$ cat config.mk
export PLATFORM = sky130hd
export DESIGN_NAME = pipelineCpu
export DESIGN_NICKNAME = d
export VERILOG_FILES = /design/src/rtl/isaPkg.sv /design/src/rtl/pipePkg.sv /design/src/rtl/memBus.sv /design/src/rtl/fetchUnit.sv /design/src/rtl/instDecoder.sv /design/src/rtl/decodeStage.sv /design/src/rtl/accessStage.sv /design/src/rtl/busArbiter.sv /design/src/rtl/pipelineCpu.sv
export VERILOG_INCLUDE_DIRS = /design/src /design/src/rtl
export SDC_FILE = /design/constraint.sdc
export NUM_CORES = 2
export LEC_CHECK = 0
export ABC_AREA = 1
export BUFFER_PORTS_ARGS = -buffer_cell sky130_fd_sc_hd__buf_2
export CAP_MARGIN = 20
export CORE_MARGIN = 5
export CORE_UTILIZATION = 35
export DETAILED_ROUTE_END_ITERATION = 10
export SYNTH_ARGS = -nofsm -noshare
export SYNTH_HDL_FRONTEND = slang
export SYNTH_SLANG_ARGS = --single-unit
$ cat constraint.sdc
create_clock -name clk -period 8.2 [get_ports clk]
set_input_delay 0 -clock clk [delete_from_list [all_inputs] [get_ports clk]]
set_output_delay 0 -clock clk [all_outputs]
set_load 0.1 [all_outputs]
$ cat src/rtl/cpuCfg_cfg.svh
`ifndef CPU_CFG_SVH
`define CPU_CFG_SVH

`define CPU_XLEN     32
`define CPU_NREGS    32
`define CPU_RESET_PC 32'h0000_0000

// Major opcodes
`define OP_SPECIAL 6'h00
`define OP_J       6'h02
`define OP_BEQ     6'h04
`define OP_BNE     6'h05
`define OP_ADDIU   6'h09
`define OP_ORI     6'h0d
`define OP_LUI     6'h0f
`define OP_LW      6'h23
`define OP_SW      6'h2b

// SPECIAL function codes
`define FN_ADDU 6'h21
`define FN_SUBU 6'h23
`define FN_AND  6'h24
`define FN_OR   6'h25
`define FN_XOR  6'h26
`define FN_SLT  6'h2a

`endif

$ cat src/rtl/isaPkg.sv
package isaPkg;

    typedef logic [4:0] regAddr_t;

    typedef struct packed {
        logic [5:0] opcode;
        regAddr_t   rs;
        regAddr_t   rs2;   // MIPS rt
        regAddr_t   rd;
        logic [4:0] shamt;
        logic [5:0] funct;
    } rFormat_t;

    typedef struct packed {
        logic [5:0]  opcode;
        regAddr_t    rs;
        regAddr_t    rt;
        logic [15:0] imm16;
    } iFormat_t;

    // One fetched word, seen as R-type or I-type
    typedef union packed {
        rFormat_t rFmt;
        iFormat_t iFmt;
    } instWord_t;

    typedef enum logic [2:0] {
        ALU_ADD,
        ALU_SUB,
        ALU_AND,
        ALU_OR,
        ALU_XOR,
        ALU_SLT,
        ALU_LUI
    } aluOp_t;

endpackage

$ cat src/rtl/pipePkg.sv
`include "cpuCfg_cfg.svh"

package pipePkg;

    typedef enum logic [1:0] {
        WB_NONE,
        WB_ALU,
        WB_MEM
    } wbSrc_t;

    typedef enum logic [1:0] {
        BR_NONE,
        BR_EQ,
        BR_NE,
        BR_JUMP
    } brKind_t;

    typedef struct packed {
        isaPkg::regAddr_t     rs;     // Zero when not read
        isaPkg::regAddr_t     rs2;
        isaPkg::regAddr_t     rd;     // Zero when nothing is written
        isaPkg::aluOp_t       aluOp;
        logic                 immSel;
        logic [`CPU_XLEN-1:0] imm;
        brKind_t              brKind;
        logic                 memLoad;
        logic                 memStore;
        wbSrc_t               wbSrc;
    } ctrlWord_t;

    localparam ctrlWord_t kCtrlNop = '{
        rs:       '0,
        rs2:      '0,
        rd:       '0,
        aluOp:    isaPkg::ALU_ADD,
        immSel:   1'b0,
        imm:      '0,
        brKind:   BR_NONE,
        memLoad:  1'b0,
        memStore: 1'b0,
        wbSrc:    WB_NONE
    };

endpackage

$ cat src/rtl/memBus.sv
`timescale 1ns/1ps
`include "cpuCfg_cfg.svh"

// One requester's strobe link to the arbiter
interface memBus;
    logic                 req;
    logic                 write;
    logic [`CPU_XLEN-1:0] addr;
    logic [`CPU_XLEN-1:0] wdata;
    logic [`CPU_XLEN-1:0] rdata;
    logic                 valid;   // Completion, also for writes

    modport requester (
        output req, write, addr, wdata,
        input  rdata, valid
    );

    modport arbiter (
        input  req, write, addr, wdata,
        output rdata, valid
    );
endinterface

$ cat src/rtl/fetchUnit.sv
`timescale 1ns/1ps
`include "cpuCfg_cfg.svh"

module fetchUnit (
    input  logic                 clk,
    input  logic                 reset,
    memBus.requester             bus,
    input  logic                 redirect,
    input  logic [`CPU_XLEN-1:0] redirectPc,
    input  logic                 take,
    output logic                 instValid,
    output isaPkg::instWord_t    inst,
    output logic [`CPU_XLEN-1:0] instPc
);
    logic [`CPU_XLEN-1:0] pc;       // Next address to fetch
    logic [`CPU_XLEN-1:0] pendPc;
    logic [`CPU_XLEN-1:0] nextPc;
    logic                 pending;
    logic                 stale;    // Outstanding response belongs to a flushed path
    logic                 started;  // Low until one edge has passed out of reset
    logic                 issue;

    assign nextPc = redirect ? redirectPc : pc;
    assign issue  = started && !pending && (!instValid || take || redirect);

    assign bus.req   = issue;
    assign bus.write = 1'b0;
    assign bus.addr  = nextPc;
    assign bus.wdata = '0;

    always_ff @(posedge clk) begin
        if (reset) begin
            pc        <= `CPU_RESET_PC;
            pending   <= 1'b0;
            stale     <= 1'b0;
            started   <= 1'b0;
            instValid <= 1'b0;
        end else begin
            started <= 1'b1;
            if (issue) begin
                pc <= nextPc + 4;
            end else if (redirect) begin
                pc <= redirectPc;
            end
            pending <= issue || (pending && !bus.valid);
            stale   <= pending && !bus.valid && (stale || redirect);
            if (bus.valid && !stale && !redirect) begin
                instValid <= 1'b1;
            end else if (take || redirect) begin
                instValid <= 1'b0;
            end
        end
    end

    always_ff @(posedge clk) begin
        if (issue) begin
            pendPc <= nextPc;
        end
        if (bus.valid) begin
            inst   <= bus.rdata;
            instPc <= pendPc;
        end
    end
endmodule

$ cat src/rtl/instDecoder.sv
`timescale 1ns/1ps
`include "cpuCfg_cfg.svh"

module instDecoder (
    input  isaPkg::instWord_t  inst,
    output pipePkg::ctrlWord_t ctrl
);
    import isaPkg::*;
    import pipePkg::*;

    logic [`CPU_XLEN-1:0] sImm;
    logic [`CPU_XLEN-1:0] zImm;

    assign sImm = {{(`CPU_XLEN-16){inst.iFmt.imm16[15]}}, inst.iFmt.imm16};
    assign zImm = {{(`CPU_XLEN-16){1'b0}}, inst.iFmt.imm16};

    always_comb begin
        ctrl = kCtrlNop;
        case (inst.rFmt.opcode)
            `OP_SPECIAL: begin
                ctrl.rs    = inst.rFmt.rs;
                ctrl.rs2   = inst.rFmt.rs2;
                ctrl.rd    = inst.rFmt.rd;
                ctrl.wbSrc = WB_ALU;
                case (inst.rFmt.funct)
                    `FN_ADDU: ctrl.aluOp = ALU_ADD;
                    `FN_SUBU: ctrl.aluOp = ALU_SUB;
                    `FN_AND:  ctrl.aluOp = ALU_AND;
                    `FN_OR:   ctrl.aluOp = ALU_OR;
                    `FN_XOR:  ctrl.aluOp = ALU_XOR;
                    `FN_SLT:  ctrl.aluOp = ALU_SLT;
                    default:  ctrl = kCtrlNop;
                endcase
            end
            `OP_ADDIU, `OP_ORI, `OP_LUI, `OP_LW: begin
                ctrl.rs     = inst.iFmt.rs;
                ctrl.rd     = inst.iFmt.rt;   // I-type writes rt
                ctrl.immSel = 1'b1;
                ctrl.imm    = sImm;
                ctrl.wbSrc  = WB_ALU;
                if (inst.iFmt.opcode == `OP_ORI) begin
                    ctrl.aluOp = ALU_OR;
                    ctrl.imm   = zImm;
                end else if (inst.iFmt.opcode == `OP_LUI) begin
                    ctrl.rs    = '0;
                    ctrl.aluOp = ALU_LUI;
                    ctrl.imm   = zImm;
                end else if (inst.iFmt.opcode == `OP_LW) begin
                    ctrl.memLoad = 1'b1;
                    ctrl.wbSrc   = WB_MEM;
                end
            end
            `OP_SW: begin
                ctrl.rs       = inst.iFmt.rs;
                ctrl.rs2      = inst.iFmt.rt;
                ctrl.immSel   = 1'b1;
                ctrl.imm      = sImm;
                ctrl.memStore = 1'b1;
            end
            `OP_BEQ, `OP_BNE: begin
                ctrl.rs     = inst.iFmt.rs;
                ctrl.rs2    = inst.iFmt.rt;
                ctrl.imm    = sImm;
                ctrl.brKind = (inst.iFmt.opcode == `OP_BEQ) ? BR_EQ : BR_NE;
            end
            `OP_J: begin
                ctrl.imm    = {6'b0, inst.iFmt.rs, inst.iFmt.rt, inst.iFmt.imm16};
                ctrl.brKind = BR_JUMP;
            end
            default: ;
        endcase
    end
endmodule

$ cat src/rtl/decodeStage.sv
`timescale 1ns/1ps
`include "cpuCfg_cfg.svh"

module decodeStage (
    input  logic                 clk,
    input  logic                 reset,
    input  logic                 instValid,
    input  isaPkg::instWord_t    inst,
    input  logic [`CPU_XLEN-1:0] instPc,
    output logic                 take,
    output logic                 redirect,
    output logic [`CPU_XLEN-1:0] redirectPc,
    input  logic                 accessBusy,
    input  isaPkg::regAddr_t     accessDest,
    input  logic                 accessIsLoad,
    input  logic [`CPU_XLEN-1:0] accessValue,
    input  logic                 retireWe,
    input  isaPkg::regAddr_t     retireReg,
    input  logic [`CPU_XLEN-1:0] retireData,
    output logic                 outValid,
    output pipePkg::ctrlWord_t   outCtrl,
    output logic [`CPU_XLEN-1:0] outPc,
    output logic [`CPU_XLEN-1:0] outResult,
    output logic [`CPU_XLEN-1:0] outStoreData
);
    import isaPkg::*;
    import pipePkg::*;

    ctrlWord_t            ctrl;
    logic [`CPU_XLEN-1:0] regs [`CPU_NREGS];
    logic [`CPU_XLEN-1:0] srcA;
    logic [`CPU_XLEN-1:0] srcB;
    logic [`CPU_XLEN-1:0] opB;
    logic [`CPU_XLEN-1:0] result;
    logic [`CPU_XLEN-1:0] target;
    logic                 taken;
    logic                 loadUse;

    instDecoder u_decoder (
        .inst (inst),
        .ctrl (ctrl)
    );

    // Youngest producer wins
    function automatic logic [`CPU_XLEN-1:0] readReg(regAddr_t r);
        if (r == '0) begin
            return '0;
        end
        if (r == accessDest && !accessIsLoad) begin
            return accessValue;
        end
        if (retireWe && r == retireReg) begin
            return retireData;
        end
        return regs[r];
    endfunction

    always_comb begin
        srcA = readReg(ctrl.rs);
        srcB = readReg(ctrl.rs2);
    end

    assign loadUse  = accessIsLoad && accessDest != '0
                    && (ctrl.rs == accessDest || ctrl.rs2 == accessDest);
    assign take     = instValid && !accessBusy && !loadUse;
    assign opB      = ctrl.immSel ? ctrl.imm : srcB;

    always_comb begin
        case (ctrl.aluOp)
            ALU_SUB: result = srcA - opB;
            ALU_AND: result = srcA & opB;
            ALU_OR:  result = srcA | opB;
            ALU_XOR: result = srcA ^ opB;
            ALU_SLT: result = {{(`CPU_XLEN-1){1'b0}}, $signed(srcA) < $signed(opB)};
            ALU_LUI: result = opB << 16;
            default: result = srcA + opB;   // Also the load/store address
        endcase
    end

    always_comb begin
        case (ctrl.brKind)
            BR_EQ:   taken = srcA == srcB;
            BR_NE:   taken = srcA != srcB;
            BR_JUMP: taken = 1'b1;
            default: taken = 1'b0;
        endcase
        if (ctrl.brKind == BR_JUMP) begin
            target = {instPc[`CPU_XLEN-1 -: 4], ctrl.imm[25:0], 2'b00};
        end else begin
            target = instPc + 4 + (ctrl.imm << 2);
        end
    end

    assign redirect   = take && taken;
    assign redirectPc = target;

    always_ff @(posedge clk) begin
        if (retireWe && retireReg != '0) begin
            regs[retireReg] <= retireData;
        end
    end

    always_ff @(posedge clk) begin
        if (reset) begin
            outValid <= 1'b0;
            outCtrl  <= kCtrlNop;
        end else if (!accessBusy) begin
            outValid <= take;
            outCtrl  <= take ? ctrl : kCtrlNop;   // Bubble on stall
        end
    end

    always_ff @(posedge clk) begin
        if (!accessBusy) begin
            outPc        <= instPc;
            outResult    <= result;
            outStoreData <= srcB;
        end
    end
endmodule

$ cat src/rtl/accessStage.sv
`timescale 1ns/1ps
`include "cpuCfg_cfg.svh"

module accessStage (
    input  logic                 clk,
    input  logic                 reset,
    memBus.requester             bus,
    input  logic                 inValid,
    input  pipePkg::ctrlWord_t   inCtrl,
    input  logic [`CPU_XLEN-1:0] inPc,
    input  logic [`CPU_XLEN-1:0] inResult,
    input  logic [`CPU_XLEN-1:0] inStoreData,
    output logic                 busy,
    output isaPkg::regAddr_t     fwdDest,
    output logic                 fwdIsLoad,
    output logic [`CPU_XLEN-1:0] fwdValue,
    output logic                 retireWe,
    output logic                 retireValid,
    output isaPkg::regAddr_t     retireReg,
    output logic [`CPU_XLEN-1:0] retirePc,
    output logic [`CPU_XLEN-1:0] retireData
);
    import pipePkg::*;

    logic isMem;
    logic issued;   // Request for the current instruction already sent

    assign isMem = inValid && (inCtrl.memLoad || inCtrl.memStore);
    assign busy  = isMem && !bus.valid;

    assign bus.req   = isMem && !issued;
    assign bus.write = inCtrl.memStore;
    assign bus.addr  = inResult;
    assign bus.wdata = inStoreData;

    assign fwdDest   = inCtrl.rd;
    assign fwdIsLoad = inCtrl.memLoad;
    assign fwdValue  = inResult;

    always_ff @(posedge clk) begin
        if (reset) begin
            issued      <= 1'b0;
            retireValid <= 1'b0;
        end else begin
            if (bus.valid) begin
                issued <= 1'b0;
            end else if (bus.req) begin
                issued <= 1'b1;
            end
            retireValid <= inValid && !busy;
        end
    end

    always_ff @(posedge clk) begin
        retirePc   <= inPc;
        retireReg  <= inCtrl.rd;
        retireData <= (inCtrl.wbSrc == WB_MEM) ? bus.rdata : inResult;
    end

    assign retireWe = retireValid && retireReg != '0;
endmodule

$ cat src/rtl/busArbiter.sv
`timescale 1ns/1ps
`include "cpuCfg_cfg.svh"

module busArbiter (
    input  logic                 clk,
    input  logic                 reset,
    memBus.arbiter               fetchBus,
    memBus.arbiter               accessBus,
    output logic                 memReq,
    output logic                 memWrite,
    output logic [`CPU_XLEN-1:0] memAddr,
    output logic [`CPU_XLEN-1:0] memWdata,
    input  logic [`CPU_XLEN-1:0] memRdata,
    input  logic                 memValid
);
    // Slot 0 fetch, slot 1 access
    logic [1:0]           slotValid;
    logic [1:0]           slotWrite;
    logic [`CPU_XLEN-1:0] slotAddr  [2];
    logic [`CPU_XLEN-1:0] slotWdata [2];
    logic                 busy;
    logic                 owner;
    logic                 grant;

    assign grant    = slotValid[1];   // Access has priority
    assign memReq   = !busy && (slotValid != 2'b00);
    assign memWrite = memReq && slotWrite[grant];
    assign memAddr  = slotAddr[grant];
    assign memWdata = slotWdata[grant];

    assign fetchBus.rdata  = memRdata;
    assign accessBus.rdata = memRdata;
    assign fetchBus.valid  = memValid && busy && !owner;
    assign accessBus.valid = memValid && busy && owner;

    always_ff @(posedge clk) begin
        if (reset) begin
            slotValid <= 2'b00;
            busy      <= 1'b0;
            owner     <= 1'b0;
        end else begin
            if (memReq) begin
                slotValid[grant] <= 1'b0;
                busy             <= 1'b1;
                owner            <= grant;
            end else if (memValid) begin
                busy <= 1'b0;
            end
            if (fetchBus.req) begin
                slotValid[0] <= 1'b1;
            end
            if (accessBus.req) begin
                slotValid[1] <= 1'b1;
            end
        end
    end

    always_ff @(posedge clk) begin
        if (fetchBus.req) begin
            slotWrite[0] <= fetchBus.write;
            slotAddr[0]  <= fetchBus.addr;
            slotWdata[0] <= fetchBus.wdata;
        end
        if (accessBus.req) begin
            slotWrite[1] <= accessBus.write;
            slotAddr[1]  <= accessBus.addr;
            slotWdata[1] <= accessBus.wdata;
        end
    end
endmodule

$ cat src/rtl/pipelineCpu.sv
`timescale 1ns/1ps
`include "cpuCfg_cfg.svh"

module pipelineCpu (
    input  logic                 clk,
    input  logic                 reset,
    output logic                 memReq,
    output logic                 memWrite,
    output logic [`CPU_XLEN-1:0] memAddr,
    output logic [`CPU_XLEN-1:0] memWdata,
    input  logic [`CPU_XLEN-1:0] memRdata,
    input  logic                 memValid,
    output logic                 retireValid,
    output logic [`CPU_XLEN-1:0] retirePc,
    output isaPkg::regAddr_t     retireReg,
    output logic [`CPU_XLEN-1:0] retireData
);
    import isaPkg::*;
    import pipePkg::*;

    memBus fetchBus ();
    memBus accessBus ();

    instWord_t            inst;
    logic                 instValid;
    logic [`CPU_XLEN-1:0] instPc;
    logic                 take;
    logic                 redirect;
    logic [`CPU_XLEN-1:0] redirectPc;
    logic                 dValid;
    ctrlWord_t            dCtrl;
    logic [`CPU_XLEN-1:0] dPc;
    logic [`CPU_XLEN-1:0] dResult;
    logic [`CPU_XLEN-1:0] dStoreData;
    logic                 accessBusy;
    regAddr_t             fwdDest;
    logic                 fwdIsLoad;
    logic [`CPU_XLEN-1:0] fwdValue;
    logic                 retireWe;

    fetchUnit u_fetch (
        .clk        (clk),
        .reset      (reset),
        .bus        (fetchBus.requester),
        .redirect   (redirect),
        .redirectPc (redirectPc),
        .take       (take),
        .instValid  (instValid),
        .inst       (inst),
        .instPc     (instPc)
    );

    decodeStage u_decode (
        .clk          (clk),
        .reset        (reset),
        .instValid    (instValid),
        .inst         (inst),
        .instPc       (instPc),
        .take         (take),
        .redirect     (redirect),
        .redirectPc   (redirectPc),
        .accessBusy   (accessBusy),
        .accessDest   (fwdDest),
        .accessIsLoad (fwdIsLoad),
        .accessValue  (fwdValue),
        .retireWe     (retireWe),
        .retireReg    (retireReg),
        .retireData   (retireData),
        .outValid     (dValid),
        .outCtrl      (dCtrl),
        .outPc        (dPc),
        .outResult    (dResult),
        .outStoreData (dStoreData)
    );

    accessStage u_access (
        .clk         (clk),
        .reset       (reset),
        .bus         (accessBus.requester),
        .inValid     (dValid),
        .inCtrl      (dCtrl),
        .inPc        (dPc),
        .inResult    (dResult),
        .inStoreData (dStoreData),
        .busy        (accessBusy),
        .fwdDest     (fwdDest),
        .fwdIsLoad   (fwdIsLoad),
        .fwdValue    (fwdValue),
        .retireWe    (retireWe),
        .retireValid (retireValid),
        .retireReg   (retireReg),
        .retirePc    (retirePc),
        .retireData  (retireData)
    );

    busArbiter u_arbiter (
        .clk       (clk),
        .reset     (reset),
        .fetchBus  (fetchBus.arbiter),
        .accessBus (accessBus.arbiter),
        .memReq    (memReq),
        .memWrite  (memWrite),
        .memAddr   (memAddr),
        .memWdata  (memWdata),
        .memRdata  (memRdata),
        .memValid  (memValid)
    );
endmodule

==> results.py <==
metrics = {
    "cts": {
        "cts_buffer_depth": 3,
        "postCtsSetupRepairBufs": 0,
        "cts.sinks": 1403,
        "htreeDepth": 4,
        "cts_buffers": 159,
        "cts-resized-gates": 0,
        "clkSlewWorstSetupHoldPaths_ns": 0.06,
        "cts_tree": "done",
        "worstSkewPairLatency_ns": 0.84,
        "clock-root-buffer": "clkbuf_16",
    },
    "finish": {
        "seqCellArea_mm2": 0.0409,
        "nets": 9374,
        "fin_area_mm2": 0.0872,
        "area_growth_pct": 14.0,
        "fin_util_pct": 40.1,
        "n_fill_cell": 21400,
        "multi_input_area_mm2": 0.0307,
        "final_common_cell": "nand2_1",
        "drive_gt1_share_pct": 9.50,
        "layout_common_cells": "nand2_1, nand3_1, edfxtp_1",
    },
    "synthesis": {
        "synth_top_area_share_pct": 50.3,
        "yosysTopAreaCell": "edfxtp_1",
        "async_reset_ff_share_pct": 0,
        "synth.area.mux_share_pct": 0.839,
        "synth_compound_area_share_pct": 6.62,
        "synthSimpleGateAreaFrac_pct": 29.4,
        "synthFlopType": "edfxtp_1",
        "synth_edf_count": 1281,
        "syn_avg_cell_area_um2": 8.43,
        "synth-seq-cells": 1403,
        "synth_area_mm2": 0.0765,
        "ys_top_cells_by_area": "edfxtp_1, nand2_1, nand3_1, inv_1, dfxtp_1",
        "ys_seq_area_share_pct": 53.5,
        "ys_types": 65,
        "synth_xor_area_share_pct": 0.412,
        "synth_top_family_by_area": "simple AND/OR/NAND/NOR gates",
        "synth_fa_ha_area_share_pct": 2.15,
        "yosys_warnings": 0,
        "synth_cells": 9079,
    },
    "timing": {
        "slew-limit-headroom_pct": 3.94,
        "hold_viol": 0,
        "hold-worst-slack_ns": 0.0565,
        "fmax_mhz": 134,
        "rsz0062_at_grt": "no",
        "setup_ws_ns": 0.714,
        "tightest_slew_ns": 1.44,
        "finalSetupTns_ns": 0,
        "fin_crit_sh_pct": 91.3,
        "slew_violations": 0,
        "finalSetupViolations": 0,
        "finClkSkew_ns": 0.0391,
        "fin_crit_ns": 7.49,
    },
    "setup_path": {
        "crit_path_start_kind": "flop",
        "crit_top_cell": "nand2_1",
        "cp_slowest_cell": "inv_8",
        "rr_worst_depth": 40,
        "crit_type": "flop to flop",
        "worstReg2RegEnd": "u_fetch.pc[30]",
        "ff2ff_setup_slack_ns": 0.71,
        "crit-reg2reg-launch": "u_fetch.inst[26]",
        "worstPathMaxFanout": 48,
        "worstSetupEndpointType": "flop",
        "max_stage_delay_ns": 0.52,
        "cp.arrival_ns": 8.23,
        "crit_required_ns": 8.95,
    },
    "pwr": {
        "power_frac_seq_pct": 46.5,
        "leakage_uw": 0.0365,
        "p_comb_share_pct": 11.3,
        "p_int_uw": 12700,
        "peakVddDrop_v": 0.000214,
        "clkPwrFrac_pct": 42.1,
        "p_per_area_mw_per_mm2": 200,
        "net-switching-power_uw": 4740,
        "switching_share_pct": 27.2,
    },
    "place": {
        "pre_cts_slack_ns": 0.955,
        "gp_congestion": 0.987,
        "hpwl_um": 217000,
        "io_buffers": 170,
        "post_dp_cell_area_mm2": 0.0814,
    },
    "global_route": {
        "grt_start_max_net_pins": 143,
        "grt_use_total_pct": 28.7,
        "antenna_found_initial": 26,
        "grt_pass1_wl_um": 481000,
        "grt_pass1_vias": 66000,
        "grt-ovfl-total": 0,
    },
    "floorplanning": {
        "row_count": 171,
        "start_util_pct": 35.2,
        "num_io_pins": 171,
        "core_mm2": 0.217,
        "die_area_mm2": 0.228,
        "die_x_um": 477,
        "die_h_um": 477,
    },
    "detailed_routing": {
        "wl_um": 342000,
        "vias_per_cell": 5.87,
        "first_iter_violations": 11200,
        "wl_per_cell_um": 28.0,
        "drt_first_pass_iters": 7,
        "drcViolationCount": 0,
        "ant_nets": 0,
        "vias": 71700,
    },
    "job": {
        "maxCapViolCount": 0,
    },
    "hold_path": {
        "min_path_type": "primary input to flop",
        "hold-path-endpoint": "u_fetch.inst[17]",
        "hold_start": "memRdata[17]",
        "worst_hold_path.num_cells": 2,
    },
    "outcome": {
        "outcome": "completed",
    },
}
==> worst max-delay path by stage <==
stage | startpoint | end | cells past startpoint
2_1_floorplan | u_fetch.inst[29] | u_fetch.pc[30] | 38
3_3_place_gp | u_fetch.inst[26] | u_fetch.pc[30] | 40
3_5_place_dp | u_fetch.inst[26] | u_fetch.pc[30] | 40
4_1_cts | u_fetch.inst[26] | u_fetch.pc[30] | 40
5_1_grt | u_fetch.inst[2] | u_fetch.pc[30] | 40
6_report | u_fetch.inst[26] | u_fetch.pc[30] | 40
==> worst max-delay path, delay by kind of cell, from the launching register on <==
family / cells / cell delay (ns)
adder cells (fa/ha/maj): 1 / 0.20
AND/OR/NAND/NOR: 31 / 4.67
flip-flops: 1 / 0.45
AO/OA/AOI/OAI: 2 / 0.32
buffers and inverters: 6 / 1.66
==> power groups by stage <==
stage / logic [uW] / registers [uW] / clock network (uW)
3_3_place_gp: 1900 / 8250 / 0
3_5_place_dp: 1900 / 8250 / 0
4_1_cts: 1930 / 8100 / 7410
5_1_grt: 2080 / 8100 / 7700
2_1_floorplan: 907 / 8440 / 0
6_report: 1980 / 8100 / 7330
==> registers in the layout, summed over array words and instances (netlist names), 9 cells and up, named ones only <==
signal / cells
u_access.retireData: 32
u_access.retirePc: 32
u_arbiter.slotAddr: 64
u_arbiter.slotWdata: 32
u_decode.outCtrl: 9
u_decode.outPc: 32
u_decode.outResult: 32
u_decode.outStoreData: 32
u_decode.regs: 1024
u_fetch.inst: 32
u_fetch.instPc: 32
u_fetch.pc: 32
==> final cells by class <==
type                            count  share of cell area, %
Multi-Input combinational cell   6387                   35.2
Inverter                          777                   3.36
Sequential cell                  1403                   46.9
Clock inverter                     91                   1.13
Clock buffer                      201                   4.90
Tap cell                         2854                   4.09
Antenna cell                       19                 0.0545
Timing Repair Buffer              480                   4.36
==> cell usage after synthesis (57+ instances only) <==
master,number
nand2_1,2917
nand3_1,1553
edfxtp_1,1281
inv_1,742
nor2_1,506
a21oi_1,274
o21ai_0,268
clkbuf_1,233
buf_2,231
nand4_1,192
ha_1,130
dfxtp_1,122
o211ai_1,101
o21ai_1,80
mux2_2,57
==> layer usage <==
| metal | track usage, % | vias to the layer above | part of all wire, % |
|---|---|---|---|
| met5 | 0 | - | 0.017 |
| met4 | 16.7 | 8 | 6.9 |
| met3 | 7.47 | 1117 | 13 |
| met2 | 42.7 | 5424 | 43 |
| met1 | 37.9 | 34100 | 38 |
| li1 | - | 31000 | - |
==> cell families after synthesis <==
family,Yosys count
buffers and inverters,1320
AOI/OAI and AO/OA,873
and+or+nand+nor,5258
adders and majority gates,131
other,1
muxes,57
xor gates and xnor gates,36
DFF,1403
==> stage by stage <==
stage / power, uW / instances
after floorplan: 9350 / 9110
after global placement: 10100 / 11900
after detailed placement: 10100 / 11900
after global routing: 17900 / 12200
final: 17400 / 12200
after CTS: 17400 / 12200
==> repair_timing <==
item | in CTS | in global routing
hold endpoints to repair | 113 | 0
setup endpoints to repair | 0 | 0
hold buffers | 48 | 0
No activity file was read; power rests on OpenSTA's default activity.
